## src/cam_cfg_pkg.sv

```systemverilog
package cam_cfg_pkg;

   // sensor addressing
   localparam logic [7:0]  SENSOR_DEV_ADDR = 8'h6C;
   localparam logic [15:0] ID_REG_ADDR     = 16'h300B;  // chip id register
   localparam logic [7:0]  EXPECTED_ID     = 8'h88;
   localparam logic [7:0]  DELAY_MARK      = 8'hAA;     // dev field of a delay entry

   // table and timing
   localparam int TABLE_LEN  = 13;
   localparam int XFER_GAP   = 4;   // idle cycles after each transfer
   localparam int RETRY_GAP  = 16;  // idle cycles after a bad id
   localparam int DELAY_UNIT = 4;   // cycles per delay count

   // widths
   localparam int IDX_W   = 4;
   localparam int TMR_W   = 12;
   localparam int DATA_W  = 8;
   localparam int PADDR_W = 24;     // dev address + register address

   // one table line, dev / register / data
   typedef struct packed {
      logic [7:0]        dev;       // device address or DELAY_MARK
      logic [15:0]       reg_addr;
      logic [DATA_W-1:0] value;     // write data or delay count
   } cfg_entry_t;

   // requester side of the bus
   typedef struct packed {
      logic               psel;
      logic               penable;
      logic               pwrite;
      logic [PADDR_W-1:0] paddr;
      logic [DATA_W-1:0]  pwdata;
   } apb_req_t;

   // completer side of the bus
   typedef struct packed {
      logic              pready;
      logic [DATA_W-1:0] prdata;
   } apb_rsp_t;

endpackage

```

## src/cam_cfg_rom.sv

```systemverilog
`timescale 1ns/1ps

module cam_cfg_rom (
   input  logic                          CLK_400K,
   input  logic [cam_cfg_pkg::IDX_W-1:0] rom_idx,
   output cam_cfg_pkg::cfg_entry_t       entry
);
   import cam_cfg_pkg::*;

   // registered lookup, entry follows rom_idx by one cycle
   always_ff @(posedge CLK_400K) begin
      case (rom_idx)
         0: begin
            entry <= {SENSOR_DEV_ADDR, 16'h0103, 8'h01};  // software reset
         end
         1: begin
            entry <= {DELAY_MARK, 16'h0000, 8'd10};       // let the reset settle
         end
         2: begin
            entry <= {SENSOR_DEV_ADDR, 16'h0100, 8'h00};  // standby
         end
         3: begin
            entry <= {SENSOR_DEV_ADDR, 16'h0302, 8'h18};  // pll1 multiplier
         end
         4: begin
            entry <= {SENSOR_DEV_ADDR, 16'h0303, 8'h00};  // pll1 pre divider
         end
         5: begin
            entry <= {SENSOR_DEV_ADDR, 16'h0304, 8'h03};  // pll1 mipi divider
         end
         6: begin
            entry <= {SENSOR_DEV_ADDR, 16'h3018, 8'h72};  // mipi 4 lane
         end
         7: begin
            entry <= {SENSOR_DEV_ADDR, 16'h3808, 8'h02};  // x size high
         end
         8: begin
            entry <= {SENSOR_DEV_ADDR, 16'h3809, 8'h80};  // x size low, 640
         end
         9: begin
            entry <= {SENSOR_DEV_ADDR, 16'h380A, 8'h01};  // y size high
         end
         10: begin
            entry <= {SENSOR_DEV_ADDR, 16'h380B, 8'hE0};  // y size low, 480
         end
         11: begin
            entry <= {DELAY_MARK, 16'h0000, 8'd10};
         end
         12: begin
            entry <= {SENSOR_DEV_ADDR, 16'h0100, 8'h01};  // stream on
         end
         default: begin
            entry <= '0;                                  // past the end
         end
      endcase
   end

endmodule

```

## src/cam_cfg_timer.sv

```systemverilog
`timescale 1ns/1ps

module cam_cfg_timer (
   input  logic                          CLK_400K,
   input  logic                          RESET_N,
   input  logic                          tmr_load,
   input  logic [cam_cfg_pkg::TMR_W-1:0] tmr_count,
   output logic                          tmr_expired
);
   import cam_cfg_pkg::*;

   logic [TMR_W-1:0] cnt;

   // expired rises tmr_count cycles after the load edge
   // and holds until the next load
   always_ff @(posedge CLK_400K) begin
      if (!RESET_N) begin
         cnt         <= '0;
         tmr_expired <= 1'b0;
      end else if (tmr_load) begin
         cnt         <= tmr_count;
         tmr_expired <= (tmr_count == '0);  // zero count expires at once
      end else if (cnt != '0) begin
         cnt <= cnt - 1'b1;
         if (cnt == TMR_W'(1)) begin
            tmr_expired <= 1'b1;
         end
      end
   end

endmodule

```

## src/cam_cfg_apb_master.sv

```systemverilog
`timescale 1ns/1ps

module cam_cfg_apb_master (
   input  logic                           CLK_400K,
   input  logic                           RESET_N,
   input  logic                           xfer_start,
   input  logic                           xfer_write,
   input  cam_cfg_pkg::cfg_entry_t        xfer_entry,
   output logic                           xfer_done,
   output logic [cam_cfg_pkg::DATA_W-1:0] rd_data,
   output cam_cfg_pkg::apb_req_t          apb_req,
   input  cam_cfg_pkg::apb_rsp_t          apb_rsp
);
   import cam_cfg_pkg::*;

   typedef enum logic [1:0] {
      ST_IDLE,
      ST_SETUP,
      ST_ACCESS
   } apb_state_t;

   apb_state_t         state;
   logic [PADDR_W-1:0] paddr_q;
   logic               pwrite_q;
   logic [DATA_W-1:0]  pwdata_q;
   logic               complete;

   assign complete = (state == ST_ACCESS) && apb_rsp.pready;

   always_ff @(posedge CLK_400K) begin
      if (!RESET_N) begin
         state     <= ST_IDLE;
         xfer_done <= 1'b0;
      end else begin
         xfer_done <= complete;          // one pulse per transfer
         case (state)
            ST_IDLE:   if (xfer_start) state <= ST_SETUP;
            ST_SETUP:  state <= ST_ACCESS;
            ST_ACCESS: if (apb_rsp.pready) state <= ST_IDLE;  // else hold
            default:   state <= ST_IDLE;
         endcase
      end
   end

   // address and data held from setup to completion
   always_ff @(posedge CLK_400K) begin
      if (state == ST_IDLE && xfer_start) begin
         paddr_q  <= {xfer_entry.dev, xfer_entry.reg_addr};
         pwrite_q <= xfer_write;
         pwdata_q <= xfer_entry.value;
      end
      if (complete && !pwrite_q) begin
         rd_data <= apb_rsp.prdata;      // sampled at the completion edge
      end
   end

   always_comb begin
      apb_req.psel    = (state != ST_IDLE);
      apb_req.penable = (state == ST_ACCESS);
      apb_req.pwrite  = pwrite_q;
      apb_req.paddr   = paddr_q;
      apb_req.pwdata  = pwdata_q;
   end

endmodule

```

## src/cam_cfg_fsm.sv

```systemverilog
`timescale 1ns/1ps

module cam_cfg_fsm (
   input  logic                           CLK_400K,
   input  logic                           RESET_N,
   input  cam_cfg_pkg::cfg_entry_t        entry,
   output logic [cam_cfg_pkg::IDX_W-1:0]  rom_idx,
   output logic                           xfer_start,
   output logic                           xfer_write,
   output cam_cfg_pkg::cfg_entry_t        xfer_entry,
   input  logic                           xfer_done,
   input  logic [cam_cfg_pkg::DATA_W-1:0] rd_data,
   output logic                           tmr_load,
   output logic [cam_cfg_pkg::TMR_W-1:0]  tmr_count,
   input  logic                           tmr_expired,
   output logic                           camera_ready
);
   import cam_cfg_pkg::*;

   typedef enum logic [2:0] {
      S_ID_REQ,
      S_ID_WAIT,
      S_ID_GAP,
      S_FETCH,
      S_DECODE,
      S_WR_WAIT,
      S_GAP,
      S_DONE
   } fsm_state_t;

   fsm_state_t state;
   logic       id_ok;
   logic       gap_over;

   // expired is stale while the load pulse is still on its way
   assign gap_over = tmr_expired && !tmr_load;

   always_ff @(posedge CLK_400K) begin
      if (!RESET_N) begin
         state        <= S_ID_REQ;
         rom_idx      <= '0;
         xfer_start   <= 1'b0;
         tmr_load     <= 1'b0;
         id_ok        <= 1'b0;
         camera_ready <= 1'b0;
      end else begin
         xfer_start <= 1'b0;
         tmr_load   <= 1'b0;
         case (state)
            S_ID_REQ: begin
               xfer_start <= 1'b1;
               xfer_write <= 1'b0;
               xfer_entry <= {SENSOR_DEV_ADDR, ID_REG_ADDR, 8'h00};  // id read
               state      <= S_ID_WAIT;
            end
            S_ID_WAIT: begin
               if (xfer_done) begin
                  tmr_load <= 1'b1;
                  id_ok    <= (rd_data == EXPECTED_ID);
                  if (rd_data == EXPECTED_ID) begin
                     tmr_count <= TMR_W'(XFER_GAP);
                  end else begin
                     tmr_count <= TMR_W'(RETRY_GAP);                    // wrong part or asleep
                  end
                  state <= S_ID_GAP;
               end
            end
            S_ID_GAP: begin
               if (gap_over) begin
                  state <= id_ok ? S_FETCH : S_ID_REQ;
               end
            end
            S_FETCH: begin
               state <= S_DECODE;                 // rom output lags one cycle
            end
            S_DECODE: begin
               if (entry.dev == DELAY_MARK) begin
                  tmr_load  <= 1'b1;
                  tmr_count <= TMR_W'(entry.value) * TMR_W'(DELAY_UNIT);
                  state     <= S_GAP;
               end else begin
                  xfer_start <= 1'b1;
                  xfer_write <= 1'b1;
                  xfer_entry <= entry;
                  state      <= S_WR_WAIT;
               end
            end
            S_WR_WAIT: begin
               if (xfer_done) begin
                  tmr_load  <= 1'b1;
                  tmr_count <= TMR_W'(XFER_GAP);
                  state     <= S_GAP;
               end
            end
            S_GAP: begin
               if (gap_over) begin
                  if (rom_idx == IDX_W'(TABLE_LEN - 1)) begin
                     camera_ready <= 1'b1;         // held until reset
                     state        <= S_DONE;
                  end else begin
                     rom_idx <= rom_idx + 1'b1;
                     state   <= S_FETCH;
                  end
               end
            end
            S_DONE: begin
               state <= S_DONE;
            end
            default: begin
               state <= S_ID_REQ;
            end
         endcase
      end
   end

endmodule

```

## src/cam_cfg_top.sv

```systemverilog
`timescale 1ns/1ps

module cam_cfg_top (
   input  logic                  CLK_400K,
   input  logic                  RESET_N,
   input  cam_cfg_pkg::apb_rsp_t apb_rsp,
   output cam_cfg_pkg::apb_req_t apb_req,
   output logic                  camera_ready
);
   import cam_cfg_pkg::*;

   cfg_entry_t        entry;
   cfg_entry_t        xfer_entry;
   logic [IDX_W-1:0]  rom_idx;
   logic              xfer_start;
   logic              xfer_write;
   logic              xfer_done;
   logic [DATA_W-1:0] rd_data;
   logic              tmr_load;
   logic [TMR_W-1:0]  tmr_count;
   logic              tmr_expired;

   cam_cfg_fsm i_fsm (
      .CLK_400K     (CLK_400K),
      .RESET_N      (RESET_N),
      .entry        (entry),
      .rom_idx      (rom_idx),
      .xfer_start   (xfer_start),
      .xfer_write   (xfer_write),
      .xfer_entry   (xfer_entry),
      .xfer_done    (xfer_done),
      .rd_data      (rd_data),
      .tmr_load     (tmr_load),
      .tmr_count    (tmr_count),
      .tmr_expired  (tmr_expired),
      .camera_ready (camera_ready)
   );

   cam_cfg_rom i_rom (
      .CLK_400K (CLK_400K),
      .rom_idx  (rom_idx),
      .entry    (entry)
   );

   cam_cfg_timer i_timer (
      .CLK_400K    (CLK_400K),
      .RESET_N     (RESET_N),
      .tmr_load    (tmr_load),
      .tmr_count   (tmr_count),
      .tmr_expired (tmr_expired)
   );

   cam_cfg_apb_master i_apb_master (
      .CLK_400K   (CLK_400K),
      .RESET_N    (RESET_N),
      .xfer_start (xfer_start),
      .xfer_write (xfer_write),
      .xfer_entry (xfer_entry),
      .xfer_done  (xfer_done),
      .rd_data    (rd_data),
      .apb_req    (apb_req),
      .apb_rsp    (apb_rsp)
   );

endmodule

```

## config.mk

```make
export PLATFORM = sky130hd
export DESIGN_NAME = cam_cfg_top
export DESIGN_NICKNAME = d
export VERILOG_FILES = /design/src/cam_cfg_pkg.sv /design/src/cam_cfg_rom.sv /design/src/cam_cfg_timer.sv /design/src/cam_cfg_apb_master.sv /design/src/cam_cfg_fsm.sv /design/src/cam_cfg_top.sv
export SDC_FILE = /design/constraint.sdc
export NUM_CORES = 1
export LEC_CHECK = 0
export BUFFER_PORTS_ARGS = -buffer_cell sky130_fd_sc_hd__buf_2
export CAP_MARGIN = 20
export CORE_ASPECT_RATIO = 0.75
export CORE_MARGIN = 4
export CORE_UTILIZATION = 35
export CTS_CLUSTER_SIZE = 24
export DETAILED_ROUTE_END_ITERATION = 10
export PLACE_DENSITY = 0.62
export SETUP_SLACK_MARGIN = 0.05
export SYNTH_ARGS = -nofsm -noshare
export SYNTH_HDL_FRONTEND = slang
export SYNTH_SLANG_ARGS = --single-unit
```

## constraint.sdc

```tcl
create_clock -name CLK_400K -period 1.9 [get_ports CLK_400K]
set_clock_uncertainty 0.1 [all_clocks]
set_input_delay 0.095 -clock CLK_400K [delete_from_list [all_inputs] [get_ports CLK_400K]]
set_output_delay 0.095 -clock CLK_400K [all_outputs]
set_load 0.02 [all_outputs]
```

# == Word level (Yosys, flattened, before mapping) ==
# Memory sizes are Yosys's and may differ from the RTL's. A register that Yosys moved wholly into a read port is not among the register bits.
# Index checks and enable logic that the tools add are counted.
# classes
addsub,2
n_bitwise,1
n_eq_ne,21
mux,30
n_reduce_logical,24
# ops
cell,n
$pmux 32 s2,1
$mux 12,5
$pmux 12 s3,1
$mux 32,1
$pmux 3 s8,1
$eq 8x8->1 const B,2
$mux 3,5
$eq 12x1->1 const B,1
$eq 3x3->1 const B,4
$logic_not 12->1,1
$reduce_bool 12->1,1
$sub 12x1->12 const B,1
$ne 2x1->1 const B,5
$reduce_and 3->1,3
$mux 2,4
$reduce_bool 2->1,4
$mux 1,7
$eq 3x2->1 const B,2
$ne 2x2->1 const B,3
$pmux 1 s2,3
$pmux 2 s3,1
$reduce_and 2->1,3
$mux 5,1
$reduce_and 5->1,1
13 further kinds,17
# word_totals
word_cells,101
n_memories,1
inputBits,11
reg_bits,145
mem_bits_ro,368
# mem_list
memory,depth,word_bits,read_ports,rd_clocked_by_memory_dff,write_ports,line_no,rtl
(name not given),16,23,1,1,0,cam_cfg_rom.sv:12,case (rom_idx)

# == Depth between registers and ports, before layout ==
# Gate-level depths: netlist of run 1.
# logic_depth
depth_word,4
ltp_mapped,7
ltp_nobuf,6

# == Hierarchy ==
# Synthesis of run 1 repeated with hierarchy kept, for this count alone.
# hier_totals
cells_unflattened,393
hier_area_um2,5165.0
# modules_own_cells
mod,cells_each,n_inst,seq_area_each_um2,area_per_inst_um2
cam_cfg_fsm,164,1,1451.4,2210.9
cam_cfg_apb_master,54,1,1291.2,1377.6
cam_cfg_rom,80,1,340.3,793.3
cam_cfg_timer,95,1,260.2,783.3

# == Worst setup path after synthesis of run 1 ==
# Ideal clock, no wire load.
# synth_path
path_type,register to register
start,reg i_fsm.state[1]
end,"reg, netlist name i_fsm.xfer_entry[0]"
arrival_ns,1.476
slack_ns,-0.069
synth_period_minus_slack_ns,1.969
n_path_buf,1
setup_time_ns,0.392
stages_incl_launch_ff,5
cell_sequence,dfxtp_1 > clkbuf_1 > inv_1 > nand2_1 > nor2_1
# synth_between
elab_chain_cells,3
# synth_rtl
element,line_no,rtl
"start, declared",cam_cfg_fsm.sv:31,fsm_state_t state;
"start signal, assigned",cam_cfg_fsm.sv:70,state <= id_ok ? S_FETCH : S_ID_REQ;
$eq 3x3->1 / $logic_not 3->1 (equally long branches),cam_cfg_fsm.sv:49,case (state)
$ne 2x2->1 (no line) / $reduce_bool 2->1 (equally long branches),-,
$reduce_and 3->1 (no line) *,-,
# Mark *: on every way between the ends. The rest lies on a longest branch, timed or not.
# A chain may end at the register's enable or synchronous reset.

# == Worst setup path in the final report of run 1 ==
# layout_path
start,reg i_timer.cnt[0]
end,reg i_timer.cnt[9]
# layout_between
elab_chain_cells,3
# layout_rtl
element,line_no,rtl
"start, declared",cam_cfg_timer.sv:12,logic [TMR_W-1:0] cnt;
"start signal, assigned",cam_cfg_timer.sv:21,cnt <= tmr_count;
"start signal, assigned",cam_cfg_timer.sv:24,cnt <= cnt - 1'b1;
$sub 12x1->12,cam_cfg_timer.sv:24,
$mux 12,cam_cfg_timer.sv:23,end else if (cnt != '0) begin
$mux 12,cam_cfg_timer.sv:20,end else if (tmr_load) begin
# Parallel ways exist; a longest one is shown, timed or not. The select of a mux whose other input is x is not followed.

==> results.json, run 1 <==
{
  "synth_top_cell_area_share_pct": 40.0,
  "netlist.top_cell.by_area": "edfxtp_1",
  "hold_path_class": "flip-flop to flip-flop",
  "synth_area_leaders": "edfxtp_1 (40%), dfxtp_1 (23%), ha_1 (3.6%)",
  "syn2layout_area_growth_pct": 21.1,
  "reg2reg_depth": 6,
  "rr_endpoint": "i_timer.cnt[9]$_SDFFE_PN0P_",
  "power_density_nw_per_um2": 1150,
  "vdd_ir_drop_max_mv": 0.475,
  "core.rowCount": 32,
  "min_period_over_period_pct": 94.3,
  "synth_edf_count": 51,
  "syn_area_sq_um": 3830,
  "pin_count": 47,
  "cts.path.max_buffers": 2,
  "setup_violations": 0,
  "synth-seq-area-share_pct": 63.0,
  "firstDrtPassIters": 4,
  "cts_buffers": 9,
  "drtAntennaViolNets": 0,
  "critPathMaxFanout": 5,
  "initial_core_util_pct": 36.5,
  "grt_pass1_wl_um": 11000,
  "path_class": "flip-flop to flip-flop",
  "gp_congestion": 0.832,
  "setup_tns_ns": 0,
  "yosysWarnings": 0,
  "synthTopCellsByCount": "edfxtp_1 (51), dfxtp_1 (44), nor2_1 (30)",
  "insertion_delay_ns": 0.34,
  "grt_max_degree": 19,
  "p_sw_share_pct": 27.3,
  "place_inst": 493,
  "wl_um": 6580,
  "drc_errors": 0,
  "post-dp-hpwl_um": 4710,
  "p_leak_nw": 1.77,
  "critPathCaptureType": "flip-flop",
  "slew_violations": 0,
  "die_h_um": 98.6,
  "cts_tree": "yes",
  "min_to": "i_apb_master.paddr_q[11]$_DFFE_PP_",
  "cap_violations": 0,
  "syn_inst": 323,
  "die_x_um": 129,
  "io_buffers": 37,
  "htreeDepth": 3,
  "design.core.area_sq_um": 10500,
  "fmax_ghz": 0.558,
  "grt_pass1_vias": 2269,
  "rrSetupSlack_ns": 0.11,
  "fin_crit_ns": 1.79,
  "cp-start-kind": "flip-flop",
  "async_flop_share_pct": 0,
  "cts-root-buf": "clkbuf_16",
  "vias_per_cell": 4.51,
  "rsz0062_at_grt": "false",
  "wl_per_cell_um": 12.6,
  "synth_flop_cell": "edfxtp_1",
  "fillerInstances": 981,
  "die_area_sq_um": 12700,
  "yosysMostFrequentCell": "edfxtp_1",
  "fin_nets": 402,
  "drive_gt1_share_pct": 22.6,
  "drtIter0Drc": 119,
  "required_ns": 2.03,
  "p_comb_share_pct": 19.3,
  "stdcell_count": 521,
  "crit_arrival_ns": 1.93,
  "hold_start": "i_fsm.xfer_entry[19]$_SDFFCE_PP0P_",
  "clockPowerShare_pct": 34.6,
  "synthDistinctLibCells": 45,
  "ys_seq_elements": 95,
  "antennaDiodeCount": 0,
  "p_seq_share_pct": 46.2,
  "hold_depth": 0,
  "grt_overflow": 0,
  "power_mw": 5.32,
  "run_status": "complete, no violations",
  "avgSynthCellArea_sq_um": 11.8,
  "p_int_mw": 3.87,
  "grt_use_total_pct": 11.1,
  "p_sw_mw": 1.45,
  "r2r-start": "i_timer.cnt[0]$_SDFFE_PN0P_",
  "hold_violations": 0,
  "dr_total_vias": 2350,
  "clock-sinks": 95,
  "antenna_found_initial": 0,
  "path_clk_slew_ns": 0.07
}
## worst max path at each step
stage	slack [ns]	depth (start not counted)	startpoint	endpoint
floorplan	0.06	7	i_timer.cnt[0]$_SDFFE_PN0P_	i_timer.cnt[9]$_SDFFE_PN0P_
global placement	0.11	6	i_timer.cnt[0]$_SDFFE_PN0P_	i_timer.cnt[9]$_SDFFE_PN0P_
detailed placement	0.06	6	i_timer.cnt[0]$_SDFFE_PN0P_	i_timer.cnt[9]$_SDFFE_PN0P_
CTS	0.05	6	i_timer.cnt[0]$_SDFFE_PN0P_	i_timer.cnt[9]$_SDFFE_PN0P_
global route	0.07	6	i_timer.cnt[0]$_SDFFE_PN0P_	i_timer.cnt[9]$_SDFFE_PN0P_
finish	0.11	6	i_timer.cnt[0]$_SDFFE_PN0P_	i_timer.cnt[9]$_SDFFE_PN0P_
## power by group through the flow
stage	logic [mW]	clock network (mW)	registers [mW]
floorplan	0.736	0	2.50
global placement	0.935	0	2.50
detailed placement	0.958	0	2.50
CTS	0.978	1.90	2.46
global route	1.14	1.97	2.47
finish	1.03	1.84	2.46
## cells by family (layout without fill, tap and decap cells)
family                   Yosys count  in the layout  share of synthesized area, %
AND/OR/NAND/NOR                  114            114                          16.4
flip-flops                        95             95                          63.0
buffers and inverters             44             98                          5.98
AO/OA/AOI/OAI                     43             43                          7.32
adder cells (fa/ha/maj)           11             11                          3.60
XOR/XNOR                          11             11                          2.52
multiplexers                       4              4                          1.08
other                              1              9                        0.0980
## sequential cells by signal (all words and copies together), names as in the netlist, 2 cells and up
signal,count
i_apb_master.state,2
i_apb_master.rd_data,8
i_timer.cnt,12
i_apb_master.paddr_q,11
i_fsm.tmr_count,7
i_fsm.rom_idx,4
i_fsm.state,3
i_fsm.xfer_entry,17
i_apb_master.pwdata_q,6
i_rom.entry,17
## metrics by stage
stage / cell area, sq um / setup WS (ns) / util [%] / hold slack (ns)
6_report: 4630 / 0.107 / 44.2 / 0.315
5_1_grt: 4630 / 0.0654 / 44.2 / 0.328
4_1_cts: 4610 / 0.0532 / 44.0 / 0.320
3_5_place_dp: 4200 / 0.0568 / 40.1 / 0.173
3_3_place_gp: 4200 / 0.107 / 40.1 / 0.172
2_1_floorplan: 3890 / 0.0557 / - / 0.0939
## area by class of cell
| cell class | count | area (sq um) | area share, % |
|---|---|---|---|
| flip-flops and latches | 95 | 2410 | 52.1 |
| clock inverters | 7 | 86.3 | 1.86 |
| clock buffers | 9 | 225 | 4.86 |
| well taps | 136 | 170 | 3.67 |
| multi-input cells | 192 | 1250 | 27.0 |
| inverters | 16 | 60.1 | 1.30 |
| repair buffers | 66 | 428 | 9.23 |
## metal layers
metal / track usage, % / wire, um / part of all wire, % / vias to the layer above
met5: 0 / 0 / 0 / -
met4: 5.33 / 148 / 2.2 / 0
met3: 3.36 / 410 / 6.2 / 15
met2: 15.5 / 2670 / 41 / 64
met1: 15.8 / 3350 / 51 / 1057
li1: - / - / - / 1214
## critical path, stage by stage, from the launching register on
cell     delay, ns
dfxtp_2       0.35
inv_2         0.07
ha_4          0.16
nor3b_4       0.15
and3_4        0.20
o41a_1        0.36
o311a_1       0.28
## timing repair
item / in CTS / in global routing
gates resized for setup: 0 / 2
buffers inserted: 0 / 2
hold buffers: 10 / 0
setup endpoints to repair: 0 / 1
endpoints found under the hold margin: 13 / 0
## cells in the final DEF, fill, tap and decap left out, drive strengths merged, types with 9 or more instances in the layout
master / synthesis / routed
buf: 19 / 56
edfxtp: 51 / 51
dfxtp: 44 / 44
nor2: 30 / 30
inv: 16 / 20
nand2: 18 / 18
and2: 17 / 17
a21oi: 15 / 15
ha: 11 / 11
dlygate4sd3: 0 / 10
nand3: 9 / 9
conb: 1 / 9
clkbuf: 9 / 9
(Power assumes the default switching activity.)
==> inputs of run 2 (changes only) <==
Settings changed: CTS_BUF_LIST from default to sky130_fd_sc_hd__clkbuf_2, PLACE_DENSITY 0.62 to default, PLACE_DENSITY_LB_ADDON from default to 0.15.
==> run 2 against run 1 <==
Compared with the run above:
- register-to-register slack got worse by 0.02 ns
- core utilization decreased by 1.5 points
- non-clock buffer count increased by 1
- sequential cell count unchanged
- total power decreased by 12%
- count of clock-buffer cells in the layout increased by 1
- highest routed layer unchanged
==> results.json, run 2 (synthesis results as in run 1) <==
{
  "rrSetupSlack_ns": 0.09,
  "antenna_found_initial": 0,
  "fin_nets": 403,
  "p_comb_share_pct": 23.4,
  "path_clk_slew_ns": 0.26,
  "initial_core_util_pct": 36.5,
  "cp-start-kind": "flip-flop",
  "dr_total_vias": 2409,
  "final_area_sq_um": 4480,
  "syn2layout_area_growth_pct": 17.0,
  "setup_tns_ns": 0,
  "io_buffers": 37,
  "p_leak_nw": 1.71,
  "firstDrtPassIters": 5,
  "cts-root-buf": "clkbuf_2",
  "wl_um": 6890,
  "cp-startpoint": "i_timer.cnt[0]$_SDFFE_PN0P_",
  "placed_cell_area_sq_um": 4200,
  "critPathCaptureType": "flip-flop",
  "vdd_ir_drop_max_mv": 0.475,
  "critPathMaxFanout": 5,
  "die_x_um": 129,
  "rsz0062_at_grt": "true",
  "grt_max_degree": 20,
  "hold_start": "apb_rsp[7]",
  "design.core.area_sq_um": 10500,
  "drtAntennaViolNets": 0,
  "mostFrequentLayoutCells": "edfxtp_1 (51), dfxtp_1 (40), buf_2 (37)",
  "vias_per_cell": 4.61,
  "insertion_delay_ns": 0.56,
  "drtIter0Drc": 94,
  "p_sw_mw": 1.36,
  "layout_commonest_cell": "edfxtp_1",
  "hold_violations": 0,
  "htreeDepth": 3,
  "min_to": "i_apb_master.rd_data[7]$_DFFE_PP_",
  "grt_pass1_vias": 2289,
  "grt_pass1_wl_um": 11400,
  "cap_violations": 0,
  "reg2reg_depth": 6,
  "drc_errors": 0,
  "hold_path_class": "input port to flip-flop",
  "post-dp-hpwl_um": 4820,
  "p_int_mw": 3.32,
  "reg_top3": "i_fsm.xfer_entry: 17 flops, i_rom.entry: 17 flops, i_timer.cnt: 12 flops",
  "clockPowerShare_pct": 24.1,
  "wl_per_cell_um": 13.2,
  "gp_congestion": 0.842,
  "grt_overflow": 0,
  "grt_use_total_pct": 11.4,
  "fillerInstances": 1000,
  "cts_buffers": 9,
  "run_status": "complete, no violations",
  "power_density_nw_per_um2": 1050,
  "r2r-start": "i_timer.cnt[0]$_SDFFE_PN0P_",
  "rr_endpoint": "i_timer.cnt[9]$_SDFFE_PN0P_",
  "crit_arrival_ns": 2.21,
  "clock-sinks": 95,
  "die_area_sq_um": 12700,
  "fin_crit_ns": 1.81,
  "cts_tree": "yes",
  "p_sw_share_pct": 29.1,
  "p_seq_share_pct": 52.5,
  "slew_violations": 0,
  "path_class": "flip-flop to flip-flop",
  "fmax_ghz": 0.552,
  "min_period_over_period_pct": 95.3,
  "setup_violations": 0,
  "required_ns": 2.30,
  "drive_gt1_share_pct": 23.6,
  "antennaDiodeCount": 0,
  "core.rowCount": 32,
  "pin_count": 47,
  "hold_depth": 2,
  "cts.path.max_buffers": 2,
  "die_h_um": 98.6
}
run 2: worst max path at each step:
stage	end	slack, ns	cells after the start
after floorplan	i_timer.cnt[9]$_SDFFE_PN0P_	0.06	7
after global placement	i_timer.cnt[9]$_SDFFE_PN0P_	0.09	6
after detailed placement	i_timer.cnt[9]$_SDFFE_PN0P_	0.01	6
after CTS	i_timer.cnt[9]$_SDFFE_PN0P_	0.07	4
after global routing	i_timer.cnt[9]$_SDFFE_PN0P_	0.01	4
final	i_timer.cnt[9]$_SDFFE_PN0P_	0.09	6
run 2: power groups by stage:
stage | sequential (mW) | clock [mW] | combinational [mW]
after floorplan | 2.50 | 0 | 0.736
after global placement | 2.50 | 0 | 0.972
after detailed placement | 2.51 | 0 | 0.974
after CTS | 2.45 | 1.17 | 1.04
after global routing | 2.48 | 1.26 | 1.21
final | 2.46 | 1.13 | 1.10
run 2: per-layer routing:
layer / vias up / track usage (%) / routed length, um
met5: - / 0 / 0
met4: 0 / 4.36 / 96
met3: 11 / 3.63 / 363
met2: 55 / 15.9 / 2810
met1: 1122 / 16.5 / 3620
li1: 1221 / - / -
run 2: what timing repair did:
| item | CTS | global route |
|---|---|---|
| endpoints found under the setup margin | 1 | 2 |
| hold buffers | 10 | 0 |
| setup buffers | 2 | 2 |
| hold endpoints to repair | 32 | 0 |
| pin swaps | 0 | 1 |
| gates resized for setup | 2 | 3 |
run 2: cell type report:
class                   count  area (sq um)  area share [%]
flip-flops and latches     95          2420            54.0
clock buffers              10          50.0            1.12
multi-input cells         192          1250            28.0
clock inverters             6          91.3            2.04
repair buffers             67           435            9.72
inverters                  16          60.1            1.34
well taps                 136           170            3.80
run 2: stage by stage:
step / hold slack, ns / setup WS (ns) / instances / power (mW) / utilization, %
3_3_place_gp: 0.171 / 0.0919 / 492 / 3.48 / 40.0
2_1_floorplan: 0.0939 / 0.0557 / 331 / 3.24 / -
5_1_grt: 0.111 / 0.0110 / 522 / 4.95 / 42.7
6_report: 0.145 / 0.0900 / 522 / 4.69 / 42.7
4_1_cts: 0.0986 / 0.0674 / 520 / 4.67 / 42.5
3_5_place_dp: 0.173 / 0.0105 / 492 / 3.48 / 40.0
run 2: critical path: stages, from the launching register on:
cell     delay, ns
dfxtp_2       0.39
inv_2         0.06
ha_4          0.16
nor3b_4       0.15
and3_4        0.21
o41a_1        0.39
o311a_1       0.30
==> inputs of run 3 (changes only) <==
Settings changed: SETUP_SLACK_MARGIN 0.05 to 0.3.
==> run 3 against run 2 <==
Compared with the run above:
- non-clock buffer count grew 4
- highest routed layer unchanged
- fmax grew 4.9%
- routed wire length grew 2.1%
- die area is the same
- sequential power is essentially flat
- via count is essentially flat
- first-iteration DRC count grew 35%
- combinational power grew 12%
- largest power group unchanged
- count of clock-buffer cells in the layout shrank 1
==> results.json, run 3 (synthesis results as in run 1) <==
{
  "run_status": "complete, no violations",
  "firstDrtPassIters": 4,
  "gp_congestion": 0.830,
  "path_class": "flip-flop to flip-flop",
  "antennaDiodeCount": 0,
  "final_area_sq_um": 4630,
  "htreeDepth": 3,
  "critical_path_depth": 6,
  "grt_pass1_wl_um": 11600,
  "clockPowerShare_pct": 21.5,
  "hold_violations": 0,
  "crit_arrival_ns": 2.09,
  "drtIter0Drc": 127,
  "syn2layout_area_growth_pct": 21.0,
  "io_buffers": 37,
  "timing.hold.ws_ns": 0.182,
  "p_seq_share_pct": 52.4,
  "rr_endpoint": "i_timer.cnt[9]$_SDFFE_PN0P_",
  "drtAntennaViolNets": 0,
  "reg2reg_depth": 6,
  "die_area_sq_um": 12700,
  "cp-start-kind": "flip-flop",
  "p_sw_mw": 1.42,
  "initial_core_util_pct": 36.5,
  "post-dp-hpwl_um": 4870,
  "cts-root-buf": "clkbuf_2",
  "critPathBufInv": 1,
  "insertion_delay_ns": 0.54,
  "critPathCaptureType": "flip-flop",
  "clock-sinks": 95,
  "setup_tns_ns": 0,
  "cp-endpoint": "i_timer.cnt[9]$_SDFFE_PN0P_",
  "place_inst": 489,
  "p_sw_share_pct": 30.2,
  "fin_nets": 407,
  "setup_violations": 0,
  "p_comb_share_pct": 26.2,
  "slew_violations": 0,
  "rsz0062_at_grt": "true",
  "grt_pass1_vias": 2246,
  "die_h_um": 98.6,
  "mostFrequentLayoutCells": "edfxtp_1 (51), buf_2 (36), dfxtp_1 (31)",
  "antenna_found_initial": 0,
  "slowest_stage": "dfxtp_2",
  "required_ns": 2.26,
  "reg_top3": "i_fsm.xfer_entry: 17 flops, i_rom.entry: 17 flops, i_timer.cnt: 12 flops",
  "die_x_um": 129,
  "p_leak_nw": 1.74,
  "crit_path_cell_trace": "inv_2 > ha_4 > nor3b_4 > and3_4 > o41a_1 > o311a_1",
  "grt_max_degree": 20,
  "p_int_mw": 3.28,
  "rrSetupSlack_ns": 0.17,
  "pin_count": 47,
  "path_clk_slew_ns": 0.25,
  "placed_cell_area_sq_um": 4210,
  "core.rowCount": 32,
  "stdcell_count": 526,
  "design.core.area_sq_um": 10500,
  "layout_commonest_cell": "edfxtp_1",
  "drive_gt1_share_pct": 30.0,
  "cp-startpoint": "i_timer.cnt[1]$_SDFFE_PN0P_",
  "min_period_over_period_pct": 90.8,
  "drc_errors": 0,
  "grt_overflow": 0,
  "cts.path.max_buffers": 2,
  "critPathMaxFanout": 4,
  "vdd_ir_drop_max_mv": 0.468,
  "wl_per_cell_um": 13.4,
  "cts_buffers": 9,
  "cap_violations": 0,
  "cts_tree": "yes",
  "fmax_ghz": 0.579,
  "grt_use_total_pct": 11.7,
  "cp_slowest_stage_delay_ns": 0.40,
  "r2r-start": "i_timer.cnt[1]$_SDFFE_PN0P_",
  "dr_total_vias": 2407,
  "hold_path_class": "input port to flip-flop",
  "crit_family": "compound AO/OA/AOI/OAI gates",
  "vias_per_cell": 4.58,
  "power_density_nw_per_um2": 1010,
  "wl_um": 7030,
  "fin_crit_ns": 1.73
}
run 3: through the flow:
stage	power, mW	setup slack (ns)	util (%)
after detailed placement	3.49	0.0974	40.1
after floorplan	3.24	0.0750	-
after global placement	3.48	0.145	40.1
after global routing	5.00	0.108	44.1
after CTS	4.69	0.168	43.6
final	4.70	0.174	44.1
run 3: timing repair:
item | CTS | global route
gates resized for setup | 19 | 15
pin swaps | 5 | 6
hold buffers | 10 | 0
endpoints found under the setup margin | 18 | 32
hold endpoints to repair | 31 | 0
buffers inserted | 10 | 1
run 3: routing by layer:
| layer | global-route usage [%] | part of all wire, % | up-vias |
|---|---|---|---|
| li1 | - | - | 1230 |
| met1 | 17.0 | 51 | 1120 |
| met2 | 16.4 | 42 | 55 |
| met3 | 4.39 | 6.3 | 2 |
| met4 | 2.91 | 0.53 | 0 |
| met5 | 0 | 0 | - |
run 3: worst min path at each step:
| stage | from | end | slack [ns] | depth (start not counted) |
|---|---|---|---|---|
| floorplan | apb_rsp[0] | i_apb_master.rd_data[0]$_DFFE_PP_ | 0.09 | 0 |
| global placement | apb_rsp[0] | i_apb_master.rd_data[0]$_DFFE_PP_ | 0.17 | 1 |
| detailed placement | apb_rsp[4] | i_apb_master.rd_data[4]$_DFFE_PP_ | 0.17 | 1 |
| CTS | apb_rsp[7] | i_apb_master.rd_data[7]$_DFFE_PP_ | 0.11 | 2 |
| global route | apb_rsp[2] | i_apb_master.rd_data[2]$_DFFE_PP_ | 0.08 | 2 |
| finish | apb_rsp[2] | i_apb_master.rd_data[2]$_DFFE_PP_ | 0.18 | 2 |
run 3: layout make-up:
| type | count | area (sq um) |
|---|---|---|
| clock inverters | 7 | 78.8 |
| inverters | 16 | 60.1 |
| flip-flops and latches | 95 | 2440 |
| clock buffers | 9 | 45.0 |
| multi-input cells | 192 | 1350 |
| well taps | 136 | 170 |
| fillers | 990 | 5860 |
| repair buffers | 71 | 488 |
run 3: power groups by stage:
stage | Sequential (mW) | Combinational, mW | Clock, mW
3_5_place_dp | 2.51 | 0.976 | 0
5_1_grt | 2.48 | 1.37 | 1.15
6_report | 2.46 | 1.23 | 1.01
2_1_floorplan | 2.50 | 0.740 | 0
3_3_place_gp | 2.51 | 0.976 | 0
4_1_cts | 2.46 | 1.17 | 1.07
